===== config.mk =====
export PLATFORM = sky130hd
export DESIGN_NAME = fpAdder
export DESIGN_NICKNAME = d
export VERILOG_FILES = /design/src/rtl/fpOpPkg.sv /design/src/rtl/fpFormatPkg.sv /design/src/rtl/fpBus.sv /design/src/rtl/fpAdder.sv /design/src/rtl/fpPack.sv /design/src/rtl/mantissaAddNorm.sv /design/src/rtl/alignment.sv /design/src/rtl/fpUnpack.sv
export SDC_FILE = /design/constraint.sdc
export NUM_CORES = 1
export LEC_CHECK = 0
export ABC_AREA = 1
export BUFFER_PORTS_ARGS = -buffer_cell sky130_fd_sc_hd__buf_2
export CAP_MARGIN = 20
export CORE_MARGIN = 4
export CORE_UTILIZATION = 30
export CTS_CLUSTER_SIZE = 24
export DETAILED_ROUTE_END_ITERATION = 10
export MAX_ROUTING_LAYER = met4
export PLACE_DENSITY_LB_ADDON = 0.1
export SLEW_MARGIN = 20
export SYNTH_ARGS = -nofsm -noshare
export SYNTH_HDL_FRONTEND = slang
export SYNTH_SLANG_ARGS = --single-unit
export TNS_END_PERCENT = 5

===== constraint.sdc =====
create_clock -name clk -period 20.8 [get_ports clk]
set_input_delay 2.08 -clock clk [delete_from_list [all_inputs] [get_ports clk]]
set_output_delay 2.08 -clock clk [all_outputs]
set_load 0.03 [all_outputs]

===== src/rtl/fpOpPkg.sv =====
// adder operation codes and result status flags
package fpOpPkg;

    // ====================
    // operation
    // ====================

    typedef logic [0:0] fpOpT;

    localparam fpOpT opAdd = 1'b0;
    localparam fpOpT opSub = 1'b1;

    // ====================
    // status
    // ====================

    // bit 1 invalid, bit 0 overflow
    typedef logic [1:0] fpStatusT;

    localparam int statusInvalidBit = 1;
    localparam int statusOverflowBit = 0;

endpackage


===== src/rtl/fpFormatPkg.sv =====
// IEEE single-precision number format with its field types and encoding constants
package fpFormatPkg;

    // ====================
    // field types
    // ====================

    // sign in bit 31 above the exponent in 30:23 and the fraction in 22:0
    typedef logic [31:0] fpWordT;

    typedef logic [7:0] expT;

    typedef logic [22:0] fracT;

    // ====================
    // encoding constants
    // ====================

    localparam expT expBias = 8'd127;

    // all-ones exponent marks infinity and NaN
    localparam expT expMax = 8'd255;

    localparam fpWordT quietNan = 32'h7FC0_0000;

endpackage

===== src/rtl/fpBus.sv =====
// stage links that carry operands to alignment and add and the normalized sum to pack
interface fpBus #(parameter int guardBits = 8);

    localparam int alignW = 24 + guardBits;

    logic                valid;
    logic                signA, signB;
    fpFormatPkg::expT    exponentA, exponentB;
    fpFormatPkg::fracT   mantissaA, mantissaB;
    logic                Asub, Bsub, ANaN, BNaN, Ainf, Binf, Azero, Bzero;

    logic                Aex, Bex;
    fpFormatPkg::expT    exponentOut;
    logic [alignW-1:0]   alignedMantissaA, alignedMantissaB;
    logic                shiftOverflow;
    logic                bypassALU;

    modport unpack (output valid, signA, signB, exponentA, exponentB, mantissaA, mantissaB,
                    Asub, Bsub, ANaN, BNaN, Ainf, Binf, Azero, Bzero);

    modport align (input exponentA, exponentB, mantissaA, mantissaB,
                   Asub, Bsub, ANaN, BNaN, Ainf, Binf, Azero, Bzero,
                   output Aex, Bex, exponentOut, alignedMantissaA, alignedMantissaB,
                   shiftOverflow, bypassALU);

    modport addNorm (input valid, signA, signB, exponentA, exponentB, mantissaA, mantissaB,
                     Asub, Bsub, ANaN, BNaN, Ainf, Binf, Azero, Bzero,
                     Aex, Bex, exponentOut, alignedMantissaA, alignedMantissaB,
                     shiftOverflow, bypassALU);

endinterface

interface normBus #(parameter int guardBits = 8);

    logic                    valid;
    logic                    sign;
    fpFormatPkg::expT        exponent;
    // normalized significand with the hidden bit on top and guard bits at the bottom
    logic [23+guardBits:0]   significand;
    fpFormatPkg::fracT       mantissa;
    logic                    overflow, underflow, bypass;

    // raw operands for the special-case paths
    logic                    signA, signB;
    fpFormatPkg::expT        exponentA, exponentB;
    fpFormatPkg::fracT       mantissaA, mantissaB;
    logic                    Asub, Bsub, ANaN, BNaN, Ainf, Binf, Azero, Bzero;

    // truncation drops the guard bits
    assign mantissa = significand[guardBits +: 23];

    modport norm (output valid, sign, exponent, significand, overflow, underflow, bypass,
                  signA, signB, exponentA, exponentB, mantissaA, mantissaB,
                  Asub, Bsub, ANaN, BNaN, Ainf, Binf, Azero, Bzero);

    modport pack (input valid, sign, exponent, mantissa, overflow, underflow, bypass,
                  signA, signB, exponentA, exponentB, mantissaA, mantissaB,
                  Asub, Bsub, ANaN, BNaN, Ainf, Binf, Azero, Bzero);

endinterface


===== src/rtl/fpAdder.sv =====
// single-precision add/subtract unit with two register stages around combinational align and add
module fpAdder #(
    parameter int guardBits = 8
) (
    input  logic                clk,
    input  logic                arstN,
    input  logic                inValid,
    input  fpOpPkg::fpOpT       op,
    input  fpFormatPkg::fpWordT operandA,
    input  fpFormatPkg::fpWordT operandB,
    output logic                outValid,
    output fpFormatPkg::fpWordT result,
    output fpOpPkg::fpStatusT   status
);

    fpBus   #(.guardBits(guardBits)) stageBus ();
    normBus #(.guardBits(guardBits)) packBus ();

    fpUnpack unpackStage (
        .clk      (clk),
        .arstN    (arstN),
        .inValid  (inValid),
        .op       (op),
        .operandA (operandA),
        .operandB (operandB),
        .bus      (stageBus)
    );

    alignment #(.guardBits(guardBits)) alignStage (
        .bus (stageBus)
    );

    mantissaAddNorm #(.guardBits(guardBits)) addNormStage (
        .bus  (stageBus),
        .norm (packBus)
    );

    fpPack packStage (
        .clk      (clk),
        .arstN    (arstN),
        .norm     (packBus),
        .outValid (outValid),
        .result   (result),
        .status   (status)
    );

endmodule


===== src/rtl/fpPack.sv =====
// special-case select, overflow and flush handling, and the result register
module fpPack (
    input  logic                 clk,
    input  logic                 arstN,
    normBus.pack                 norm,
    output logic                 outValid,
    output fpFormatPkg::fpWordT  result,
    output fpOpPkg::fpStatusT    status
);

    fpFormatPkg::fpWordT nextResult;
    fpOpPkg::fpStatusT   nextStatus;
    fpFormatPkg::fpWordT wordA;
    fpFormatPkg::fpWordT wordB;

    // passthrough operands with subnormals flushed to a signed zero
    assign wordA = norm.Asub ? {norm.signA, 31'b0}
                             : {norm.signA, norm.exponentA, norm.mantissaA};
    assign wordB = norm.Bsub ? {norm.signB, 31'b0}
                             : {norm.signB, norm.exponentB, norm.mantissaB};

    always_comb
    begin
        nextStatus = '0;
        if (norm.bypass)
        begin
            if (norm.ANaN | norm.BNaN | (norm.Ainf & norm.Binf & (norm.signA != norm.signB)))
            begin
                nextResult = fpFormatPkg::quietNan;
                nextStatus[fpOpPkg::statusInvalidBit] = 1'b1;
            end
            else if (norm.Ainf)
                nextResult = {norm.signA, fpFormatPkg::expMax, 23'b0};
            else if (norm.Binf)
                nextResult = {norm.signB, fpFormatPkg::expMax, 23'b0};
            else if (norm.Azero & norm.Bzero)
                nextResult = {norm.signA & norm.signB, 31'b0};
            else if (norm.Azero)
                nextResult = wordB;
            else
                nextResult = wordA;
        end
        else if (norm.overflow)
        begin
            nextResult = {norm.sign, fpFormatPkg::expMax, 23'b0};
            nextStatus[fpOpPkg::statusOverflowBit] = 1'b1;
        end
        else if (norm.underflow)
            nextResult = {norm.sign, 31'b0};
        else
            nextResult = {norm.sign, norm.exponent, norm.mantissa};
    end

    always_ff @(posedge clk or negedge arstN)
    begin
        if (!arstN)
            outValid <= 1'b0;
        else
            outValid <= norm.valid;
    end

    always_ff @(posedge clk)
    begin
        result <= nextResult;
        status <= nextStatus;
    end

endmodule


===== src/rtl/mantissaAddNorm.sv =====
// effective add or subtract of aligned mantissas, then leading-one normalization
module mantissaAddNorm #(
    parameter int guardBits = 8
) (
    fpBus.addNorm bus,
    normBus.norm  norm
);

    localparam int alignW = 24 + guardBits;
    localparam int leadW  = $clog2(alignW + 1);

    logic              aLarger;
    logic              sameSign;
    logic [alignW-1:0] bigM;
    logic [alignW-1:0] smallM;
    logic [alignW:0]   rawSum;
    logic [alignW:0]   normSum;
    logic [leadW-1:0]  leadPos;
    int                expCalc;

    assign sameSign = (bus.signA == bus.signB);

    // equal exponents fall back to a mantissa compare
    assign aLarger = bus.Aex | (~bus.Bex & (bus.alignedMantissaA >= bus.alignedMantissaB));
    assign bigM    = aLarger ? bus.alignedMantissaA : bus.alignedMantissaB;
    assign smallM  = aLarger ? bus.alignedMantissaB : bus.alignedMantissaA;

    // ====================
    // add / subtract
    // ====================

    always_comb
    begin
        if (sameSign)
            rawSum = {1'b0, bus.alignedMantissaA} + {1'b0, bus.alignedMantissaB};
        else
            // lost shift bits borrow one so the difference truncates toward zero
            rawSum = {1'b0, bigM} - {1'b0, smallM} - {{alignW{1'b0}}, bus.shiftOverflow};
    end

    // ====================
    // normalize
    // ====================

    always_comb
    begin
        leadPos = '0;
        for (int i = 0; i <= alignW; i++)
        begin
            if (rawSum[i])
                leadPos = leadW'(i);
        end
    end

    always_comb
    begin
        if (int'(leadPos) == alignW)
            normSum = rawSum >> 1;
        else
            normSum = rawSum << (alignW - 1 - int'(leadPos));
        expCalc = int'(bus.exponentOut) + int'(leadPos) - (alignW - 1);
    end

    assign norm.valid       = bus.valid;
    // exact cancellation is +0
    assign norm.sign        = sameSign ? bus.signA :
                              (rawSum == '0) ? 1'b0 : (aLarger ? bus.signA : bus.signB);
    assign norm.exponent    = expCalc[7:0];
    assign norm.significand = normSum[alignW-1:0];
    assign norm.overflow    = (expCalc >= int'(fpFormatPkg::expMax));
    assign norm.underflow   = (rawSum == '0) || (expCalc < 1);
    assign norm.bypass      = bus.bypassALU;

    // operands travel on for the special cases
    assign norm.signA     = bus.signA;
    assign norm.signB     = bus.signB;
    assign norm.exponentA = bus.exponentA;
    assign norm.exponentB = bus.exponentB;
    assign norm.mantissaA = bus.mantissaA;
    assign norm.mantissaB = bus.mantissaB;
    assign norm.Asub      = bus.Asub;
    assign norm.Bsub      = bus.Bsub;
    assign norm.ANaN      = bus.ANaN;
    assign norm.BNaN      = bus.BNaN;
    assign norm.Ainf      = bus.Ainf;
    assign norm.Binf      = bus.Binf;
    assign norm.Azero     = bus.Azero;
    assign norm.Bzero     = bus.Bzero;

endmodule


===== src/rtl/alignment.sv =====
// exponent compare and right shift of the smaller mantissa onto the larger exponent
module alignment #(
    parameter int guardBits = 8
) (
    fpBus.align bus
);

    localparam int alignW = 24 + guardBits;

    fpFormatPkg::expT  exponentDifferential;
    logic [alignW-1:0] fullA;
    logic [alignW-1:0] fullB;
    logic [alignW-1:0] lostMask;

    // ====================
    // control
    // ====================

    assign bus.Aex = (bus.exponentA > bus.exponentB);
    assign bus.Bex = (bus.exponentA < bus.exponentB);

    // any special operand skips the arithmetic in the pack stage
    assign bus.bypassALU = bus.ANaN | bus.BNaN | bus.Ainf | bus.Binf | bus.Azero | bus.Bzero;

    // ====================
    // exponent
    // ====================

    assign bus.exponentOut = bus.Bex ? bus.exponentB : bus.exponentA;

    always_comb
    begin
        if (bus.Aex)
            exponentDifferential = bus.exponentA - bus.exponentB;
        else if (bus.Bex)
            exponentDifferential = bus.exponentB - bus.exponentA;
        else
            exponentDifferential = '0;
    end

    // ====================
    // mantissa
    // ====================

    // hidden bit is clear for subnormals, guard bits start at zero
    assign fullA = {~(bus.Asub | bus.Azero), bus.mantissaA, {guardBits{1'b0}}};
    assign fullB = {~(bus.Bsub | bus.Bzero), bus.mantissaB, {guardBits{1'b0}}};

    // low bits that fall off the end of a right shift by the difference
    assign lostMask = ~({alignW{1'b1}} << exponentDifferential);

    always_comb
    begin
        if (bus.Bex)
        begin
            bus.alignedMantissaA = fullA >> exponentDifferential;
            bus.alignedMantissaB = fullB;
            bus.shiftOverflow    = |(fullA & lostMask);
        end
        else
        begin
            // equal exponents land here with a zero shift
            bus.alignedMantissaA = fullA;
            bus.alignedMantissaB = fullB >> exponentDifferential;
            bus.shiftOverflow    = |(fullB & lostMask);
        end
    end

endmodule


===== src/rtl/fpUnpack.sv =====
// input register stage that latches operands and splits them into classified fields
module fpUnpack (
    input  logic                clk,
    input  logic                arstN,
    input  logic                inValid,
    input  fpOpPkg::fpOpT       op,
    input  fpFormatPkg::fpWordT operandA,
    input  fpFormatPkg::fpWordT operandB,
    fpBus.unpack                bus
);

    fpFormatPkg::fpWordT wordA;
    fpFormatPkg::fpWordT wordB;
    fpOpPkg::fpOpT       opReg;
    logic                validReg;
    fpFormatPkg::expT    rawExpA;
    fpFormatPkg::expT    rawExpB;

    always_ff @(posedge clk or negedge arstN)
    begin
        if (!arstN)
            validReg <= 1'b0;
        else
            validReg <= inValid;
    end

    // operand words load only on a strobe
    always_ff @(posedge clk)
    begin
        if (inValid)
        begin
            wordA <= operandA;
            wordB <= operandB;
            opReg <= op;
        end
    end

    assign rawExpA = wordA[30:23];
    assign rawExpB = wordB[30:23];

    assign bus.valid = validReg;
    assign bus.signA = wordA[31];
    // subtract becomes an add of the negated B
    assign bus.signB = wordB[31] ^ (opReg == fpOpPkg::opSub);

    assign bus.mantissaA = wordA[22:0];
    assign bus.mantissaB = wordB[22:0];

    // exponent field 0 counts as 1 so the alignment distance is right
    assign bus.exponentA = (rawExpA == '0) ? 8'd1 : rawExpA;
    assign bus.exponentB = (rawExpB == '0) ? 8'd1 : rawExpB;

    // ====================
    // classification
    // ====================

    assign bus.Azero = (rawExpA == '0) && (wordA[22:0] == '0);
    assign bus.Bzero = (rawExpB == '0) && (wordB[22:0] == '0);
    assign bus.Asub  = (rawExpA == '0) && (wordA[22:0] != '0);
    assign bus.Bsub  = (rawExpB == '0) && (wordB[22:0] != '0);
    assign bus.Ainf  = (rawExpA == fpFormatPkg::expMax) && (wordA[22:0] == '0);
    assign bus.Binf  = (rawExpB == fpFormatPkg::expMax) && (wordB[22:0] == '0);
    assign bus.ANaN  = (rawExpA == fpFormatPkg::expMax) && (wordA[22:0] != '0);
    assign bus.BNaN  = (rawExpB == fpFormatPkg::expMax) && (wordB[22:0] != '0);

endmodule


# Word level (Yosys, flattened, before mapping)
# Index checks and enable logic that the tools add are counted.
[word_totals] regBits=101 in_bits=68 output_inout_bits=35 wordCells=128
[op_classes] add_sub_neg=8 n_lt_le_gt_ge=5 eq_ne=5 n_shift=4 n_mux=59 n_bitwise=21 n_reduce_logical=18
[op_table] op="$mux 32" n=10
[op_table] op="$mux 31" n=5
[op_table] op="$mux 5" n=16
[op_table] op="$and 32x32->32" n=2
[op_table] op="$reduce_or 32->1" n=2
[op_table] op="$shr 32x8->32" n=2
[op_table] op="$logic_not 23->1" n=2
[op_table] op="$reduce_bool 23->1" n=2
[op_table] op="$mux 8" n=5
[op_table] op="$add 32x32->33" n=1
[op_table] op="$logic_not 33->1" n=1
[op_table] op="$mux 33" n=1
[op_table] op="$shl 33x32->31" n=1
[op_table] op="$sub 32x32->33" n=1
[op_table] op="$sub 33x1->33" n=1
[op_table] op="$ge 32x32->1" n=1
[op_table] op="$ge 32x9->1 const B" n=1
[op_table] op="$lt 32x2->1 const B" n=1
[op_table] op="$mux 4" n=8
[op_table] op="$not 32->32" n=1
[op_table] op="$shl 32x8->32 const A" n=1
[op_table] op="$sub 32x6->32 const B" n=1
[op_table] op="$eq 8x8->1 const B" n=2
[op_table] op="$logic_not 8->1" n=2
[op_table] op="18 further kinds" n=50

# Longest topological paths before layout
# Gate-level depths: netlist of the first run.
[depth] word_depth=53 mapped_depth=94 ltp_nobuf=91

# Cells and area by module
# A second synthesis of the first run with hierarchy kept.
[hier_totals] cells_unflattened=3046 hier_area_um2=17827.1
[by_module_without_submodules] module="mantissaAddNorm" instances=1 cells_per_inst=1473 area_per_inst_um2=8094.0 seq_area_each_um2=0.0
[by_module_without_submodules] module="alignment" instances=1 cells_per_inst=1089 area_per_inst_um2=5210.0 seq_area_each_um2=0.0
[by_module_without_submodules] module="fpUnpack" instances=1 cells_per_inst=208 area_per_inst_um2=2722.6 seq_area_each_um2=1976.9
[by_module_without_submodules] module="fpPack" instances=1 cells_per_inst=276 area_per_inst_um2=1800.5 seq_area_each_um2=705.7

# Worst setup path after synthesis of the first run
# OpenSTA, ideal clock, no wires.
[synth_path] path_kind="reg-to-reg" startpoint="register unpackStage.wordB[24]" endpoint="register packStage.result[17]" setup_ns=0.059 arrival_time_ns=11.538 required_time_ns=20.741 slack_ns=9.203 stages_incl_launch_ff=81 period_less_slack_ns=11.597 cell_sequence="edfxtp_1 inv_1 nand3_1 nor3_1 nor2_1 ha_1 clkinv_1 nor2_1 nand2_1 nor2_1 a21oi_2 o21ai_0 a21o_1 nand2_1 nor2_1 inv_1 nor2_1 buf_2 (+45 left out) fa_1 a21oi_1 o21bai_1 a21oi_1 o21ai_0 xor2_1 nor4_1 ha_1 nand3_1 o311ai_1 inv_2 nand2_4 nor2_4 inv_2 buf_6 a21oi_1 nand3_1 nand2_1"
[synth_between] elab_chain_len=53 word_cells_on_any_way=97 cone_classes="add/sub (8); order compare (5); eq/ne (2); shift (4); mux (52); bitwise (17); reduce/logical (9)"
[synth_rtl] element="from (decl)" line="fpUnpack.sv:13" source="fpFormatPkg::fpWordT wordB;"
[synth_rtl] element="from (signal assigned)" line="fpUnpack.sv:33" source="wordB <= operandB;"
[synth_rtl] element="$logic_not 8->1" line="fpUnpack.sv:51, fpUnpack.sv:58, fpUnpack.sv:60"
[synth_rtl] element="$mux 8" line="fpUnpack.sv:51" source="assign bus.exponentB = (rawExpB == '0) ? 8'd1 : rawExpB;"
[synth_rtl] element="$sub 8x8->8 or $lt 8x8->1 (tied branches)" line="alignment.sv:36, alignment.sv:20"
[synth_rtl] element="$mux 8" line="alignment.sv:35" source="else if (bus.Bex)"
[synth_rtl] element="$mux 8" line="alignment.sv:33" source="if (bus.Aex)"
[synth_rtl] element="$shr 32x8->32 (on tied branches)" line="alignment.sv:56, alignment.sv:64"
[synth_rtl] element="$mux 32" line="alignment.sv:54" source="if (bus.Bex)"
[synth_rtl] element="$ge 32x32->1" line="mantissaAddNorm.sv:24" source="assign aLarger = bus.Aex | (~bus.Bex & (bus.alignedMantissaA >= bus.alignedMantissaB));"
[synth_rtl] element="(+38 left out)"
[synth_rtl] element="$add 8x6->9" line="mantissaAddNorm.sv:61" source="expCalc = int'(bus.exponentOut) + int'(leadPos) - (alignW - 1);"
[synth_rtl] element="$sub 32x6->32" line="mantissaAddNorm.sv:61"
[synth_rtl] element="$lt 32x2->1" line="mantissaAddNorm.sv:71" source="assign norm.underflow = (rawSum == '0) || (expCalc < 1);"
[synth_rtl] element="$logic_or 1x1->1" line="mantissaAddNorm.sv:71"
[synth_rtl] element="$mux 31" line="fpPack.sv:48" source="else if (norm.underflow)"
[synth_rtl] element="$mux 31" line="fpPack.sv:43" source="else if (norm.overflow)"
[synth_rtl] element="$mux 32 (*)" line="fpPack.sv:25" source="if (norm.bypass)"
[synth_rtl] element="net packStage.nextResult[17]" line="fpPack.sv:11" source="fpFormatPkg::fpWordT nextResult;"
[synth_rtl] element="to (signal assigned)" line="fpPack.sv:64" source="result <= nextResult;"
[synth_rtl] element="to (decl)" line="fpPack.sv:7" source="output fpFormatPkg::fpWordT result,"
# The timed path passes the listed nets; every way through them passes the cells marked *.
# A chain may end at the register's enable or synchronous reset.

# Worst setup path in the final report of the first run
[layout_path] startpoint="register unpackStage.wordB[24]" endpoint="register packStage.result[3]"
# The elaborated chain is that of the path after synthesis.

==> results.cfg, run 1 <==
[outcome]
status = finished, final reports clean

[finish]
layout_common_cells = 671 x nand2_1, 519 x nand3_1, 315 x inv_1
fin_nets = 2920
syn_to_final_growth_pct = 7.77
drive_gt1_share_pct = 8.27
final_common_cell = nand2_1

[sta]
hold_violations = 0
fin_crit_sh_pct = 79.0
grt_setup_unrepaired = no
tns_ns = 0
hold_slack_ns = 0.358
tightest_slew_ns = 0.975
fmax_mhz = 60.8
clock_skew_ns = 0.00741
finalCriticalPeriod_ns = 16.44
slew_headroom_pct = 35.0
final_max_slew_viol_count = 0
setup_viol = 0

[yosys]
synth_area_um2 = 16000
synth_edf_count = 65
syn-mean-instance-area_um2 = 5.84
syn-num-nets = 2914
synthArstFlopShare_pct = 1.98
postSynthCellCount = 2733
ys.flop_type = edfxtp_1
yosys.area.top_type = nand3_1
ys.warnings.count = 0
synthDominantCellAreaShare_pct = 16.3
synthTopCellsByArea = nand3_1 16%, nand2_1 16%, edfxtp_1 12%, ha_1 8.6%, inv_1 7.4%
yosysUniqueCellTypes = 64
yosysSeqAreaShare_pct = 16.8
ys_seq_elements = 101

[placed_design]
numPortBuffers = 102
dp_hpwl_mm = 62.4
gp_congestion = 1.02

[detailed_routing]
dr.pass1.iters = 7
totalWireLength_mm = 77.3
drt-initial-drc-count = 1919
via_count = 19200
routedWlPerCell_um = 22.5
ant_nets = 0
remaining_drc_errors = 0
via_per_inst = 5.59

[clock_tree]
clk_latency_ns = 0.36
cts_hold_buf = 0
tritoncts = yes
clkTransAtPathRegs_ns = 0.07
cts_buffer_depth = 2
post_cts_buffers = 0
root_buffer = clkbuf_16
cts_resized = 0
cts.sinks = 101
numCtsBuffers = 9
cts_htree_levels = 3

[critical_path]
worst-path-max-fanout = 71
rrSetupSlack_ns = 4.36
cpPeakStageDelay_ns = 0.72
crit_top_cell = nand2_1
required_ns = 21.09
worst-setup-path-type = register to register
worst_setup_path_start_kind = register
worstPathArrival_ns = 16.73
worstSetupEndpointType = register
worst_path_max_delay_cell = a31o_2

[floorplan]
num_io_pins = 103
row_count = 84
die_height_um = 239
core_area_um2 = 52700
start_util_pct = 30.3
die_w_um = 239
dieArea_um2 = 57000

[grt]
grt_max_degree = 92
grt_use_total_pct = 26.7
antenna_found_initial = 1
grt_first_pass_wirelength_mm = 114
grt_pass1_vias = 17700
grt-ovfl-total = 0

[hold_path]
holdCritPathClass = register to register

[run]
drv_cap = 0
[registers in the layout (all words and copies together) (netlist names)]
| signal | flops |
|---|---|
| packStage.result | 32 |
| unpackStage.wordB | 32 |
| unpackStage.wordA | 32 |
| packStage.status | 2 |
| packStage.outValid | 1 |
| unpackStage.opReg | 1 |
| unpackStage.bus.valid | 1 |
[cells in the mapped netlist (5+ instances only)]
library cell,number
clkbuf_1,61
a221oi_1,8
buf_2,40
o211ai_1,14
o21ai_0,152
a21o_1,6
o22ai_1,42
nand3_1,519
xor2_1,19
o21bai_1,5
buf_1,13
o31ai_1,10
or2_2,5
edfxtp_1,65
a31oi_1,15
nand2_2,19
a21oi_1,172
inv_2,29
a22oi_1,10
buf_6,10
xnor2_1,9
nor2_1,168
nand2_1,672
o21ai_1,32
buf_4,7
dfxtp_1,34
nand4_1,51
nand3_2,6
nor3_1,18
o21a_1,16
nor4_1,9
ha_1,110
inv_1,315
[logic make-up after synthesis]
group,synth area share (%)
DFF,16.8
and+or+nand+nor,41.6
AOI/OAI and AO/OA,18.8
other,0.0470
xor gates and xnor gates,1.54
buffers and inverters,12.2
adders and majority gates,9.00
[path summary, 6_finish.rpt]
kind / startpoint / to / cells after the start
worst max-delay path: unpackStage.wordB[24] / packStage.result[3] / 82
worst min-delay path: unpackStage.bus.valid / packStage.outValid / 0
worst max register to register: unpackStage.wordB[24] / packStage.result[3] / 82
worst min register to register: unpackStage.bus.valid / packStage.outValid / 0
max in group asynchronous: arstN / packStage.outValid / 1
min in group asynchronous: arstN / unpackStage.bus.valid / 1
[metrics by stage]
stage	cells	util, %	cell area (um^2)	setup WS (ns)
after floorplan	2733	-	16000	9.20
after global routing	3432	32.7	17200	2.58
after CTS	3432	32.7	17200	4.48
final	3433	32.7	17200	4.36
after global placement	3416	32.1	16900	4.81
after detailed placement	3416	32.1	16900	4.52
[cell type report]
cell class / count / area, um^2
clock buffers: 10 / 229
inverters: 348 / 1310
well taps: 688 / 861
repair buffers: 126 / 691
flip-flops and latches: 101 / 2680
multi-input cells: 2153 / 11400
clock inverters: 6 / 71.3
diodes: 1 / 2.50
fillers: 5977 / 35500
[routing by layer]
| layer | routed length, um | global-route usage (%) |
|---|---|---|
| met4 | 2700 | 8.04 |
| met3 | 4540 | 2.45 |
| met1 | 36200 | 37.9 |
| met5 | 0 | - |
| met2 | 33900 | 40.4 |
[critical path, delay by kind of cell (launching register included)]
| kind | cells | cell delay [ns] |
|---|---|---|
| simple gates | 36 | 5.50 |
| compound gates | 23 | 5.01 |
| buf+inv | 17 | 3.46 |
| fa+ha+maj | 5 | 1.70 |
| flops | 1 | 0.48 |
| xor+xnor | 1 | 0.11 |
Power of run 1 is left out: the tool's default activity adds up to more than one toggle a clock period on the data nets, which glitch-free logic cannot reach.
==> inputs of run 2 (changes only) <==
==> constraint.sdc (replaced) <==
create_clock -name clk -period 13.2 [get_ports clk]
set_input_delay 1.32 -clock clk [delete_from_list [all_inputs] [get_ports clk]]
set_output_delay 1.32 -clock clk [all_outputs]
set_load 0.03 [all_outputs]
==> run 2 against run 1 <==
Die area unchanged. Wire length up 2.1%. Critical path depth down 4. Highest routed layer unchanged. Worst setup slack worse by 3.3 ns. Count of clock-buffer cells in the layout up 1. Clock skew up 0.0079 ns. Hold slack worse by 0.0061 ns. Register-to-register slack worse by 3.3 ns. Via count up 1.2%. Sequential cell count unchanged. Critical path type unchanged. Design area up 3.1%. Sequential share of layout area down 0.47 points.
==> results.cfg, run 2 (synthesized netlist as in run 1, its figures left out) <==
[outcome]
status = finished, final reports clean

[finish]
drive_gt1_share_pct = 10.3
top_regs = packStage.result (32), unpackStage.wordA (32), unpackStage.wordB (32)
layout_common_cells = 669 x nand2_1, 519 x nand3_1, 313 x inv_1
final_common_cell = nand2_1
final_cells = 3463
fillers = 5961
fin_nets = 2950
multi_input_area_um2 = 11500
syn_to_final_growth_pct = 11.1
final-seq-area_um2 = 2680

[grt]
grt_first_pass_wirelength_mm = 115
antenna_found_initial = 1
met3_usage_pct = 3.02
gr-max-usage-layer = met2
grt_pass1_vias = 17800
use_met1_pct = 38.5
grt-ovfl-total = 0
grt_use_met2_pct = 40.8
grt_max_degree = 79
grt_use_total_pct = 27.1

[detailed_routing]
remaining_drc_errors = 0
totalWireLength_mm = 78.9
via_per_inst = 5.61
via_count = 19400
dr.pass1.iters = 6
ant_nets = 0
routedWlPerCell_um = 22.8
drt-initial-drc-count = 2107

[critical_path]
worst_path_max_delay_cell = edfxtp_1
critical_path_buf_inv_count = 13
worst-setup-path-type = register to register
required_ns = 13.49
cpPeakStageDelay_ns = 0.47
worstSetupEndpointType = register
worst_setup_path_start_kind = register
crit_top_cell = nand2_1
worst-path-max-fanout = 47
critical-path-top-delay-family = simple AND/OR/NAND/NOR gates
worstPathArrival_ns = 12.42

[sta]
fmax_mhz = 82.4
tightest_slew_ns = 0.960
setup_viol = 0
fin_crit_sh_pct = 91.9
finalCriticalPeriod_ns = 12.13
hold_violations = 0
slew_headroom_pct = 35.8
final_max_slew_viol_count = 0
clock_skew_ns = 0.0153

[clock_tree]
numCtsBuffers = 9
clk_latency_ns = 0.36
root_buffer = clkbuf_16
cts.sinks = 101
clkTransAtPathRegs_ns = 0.08
tritoncts = yes
cts_htree_levels = 3
cts_buffer_depth = 2

[floorplan]
die_w_um = 239
core_area_um2 = 52700
row_count = 84
die_height_um = 239
dieArea_um2 = 57000
start_util_pct = 30.3
num_io_pins = 103

[run]
drv_cap = 0

[placed_design]
dp_hpwl_mm = 63.9
gp_congestion = 0.996
numPortBuffers = 102
place_inst = 3437

[hold_path]
holdCritPathClass = register to register
-- run 2: changes by cell type in the layout (fill, tap and decap cells not counted), sizes merged --
| cell | previous run | this run |
|---|---|---|
| bufinv | 1 | 0 |
| clkinvlp | 2 | 1 |
| buf | 126 | 155 |
| inv | 346 | 347 |
| clkbuf | 10 | 12 |
-- run 2: area by class of cell --
type | count | area share (%)
timing repair buffer | 156 | 5.88
clock inverter | 5 | 0.310
clock buffer | 11 | 1.55
multi-input combinational | 2153 | 64.9
tap | 688 | 4.85
inverter | 348 | 7.37
antenna | 1 | 0.0141
sequential | 101 | 15.1
-- run 2: metrics by stage --
stage / instance area (um^2) / hold slack [ns] / utilization (%) / setup WS (ns) / setup TNS [ns]
2_1_floorplan: 16000 / 0.331 / - / 1.60 / 0
3_3_place_gp: 17100 / 0.343 / 32.5 / -0.112 / -0.698
3_5_place_dp: 17100 / 0.337 / 32.5 / -0.100 / -0.977
4_1_cts: 17500 / 0.355 / 33.2 / 0.174 / 0
5_1_grt: 17700 / 0.371 / 33.7 / -0.00261 / -0.00395
6_report: 17700 / 0.352 / 33.7 / 1.07 / 0
-- run 2: worst reg2reg max path: cells and delay by family (launching register included) --
| family | cells | cell delay, ns |
|---|---|---|
| simple gates | 39 | 4.46 |
| compound gates | 19 | 3.23 |
| fa+ha+maj | 6 | 1.94 |
| buf+inv | 13 | 1.74 |
| flops | 1 | 0.47 |
| xor+xnor | 1 | 0.23 |
-- run 2: worst paths after layout --
path,startpoint,endpoint,slack (ns),depth (start not counted)
min in group asynchronous,arstN,packStage.outValid,0.73,1
worst max register to register,unpackStage.wordB[24],packStage.result[6],1.07,78
worst min register to register,unpackStage.bus.valid,packStage.outValid,0.35,0
worst min-delay path,unpackStage.bus.valid,packStage.outValid,0.35,0
max in group asynchronous,arstN,unpackStage.bus.valid,12.37,1
worst max-delay path,unpackStage.wordB[24],packStage.result[6],1.07,78
-- run 2: timing repair --
item	CTS	global route
endpoints found under the setup margin	30	32
buffers inserted	0	8
pin swaps	0	6
resized for setup	2	48
gates cloned	0	1
hold endpoints to repair	0	0
hold buffers	0	0
-- run 2: routing by layer --
| layer | part of all wire, % | wire, um |
|---|---|---|
| met1 | 47 | 37000 |
| met2 | 43 | 34100 |
| met3 | 6.5 | 5130 |
| met4 | 3.4 | 2700 |
| met5 | 0 | 0 |
Power of run 2 is left out for the same reason.
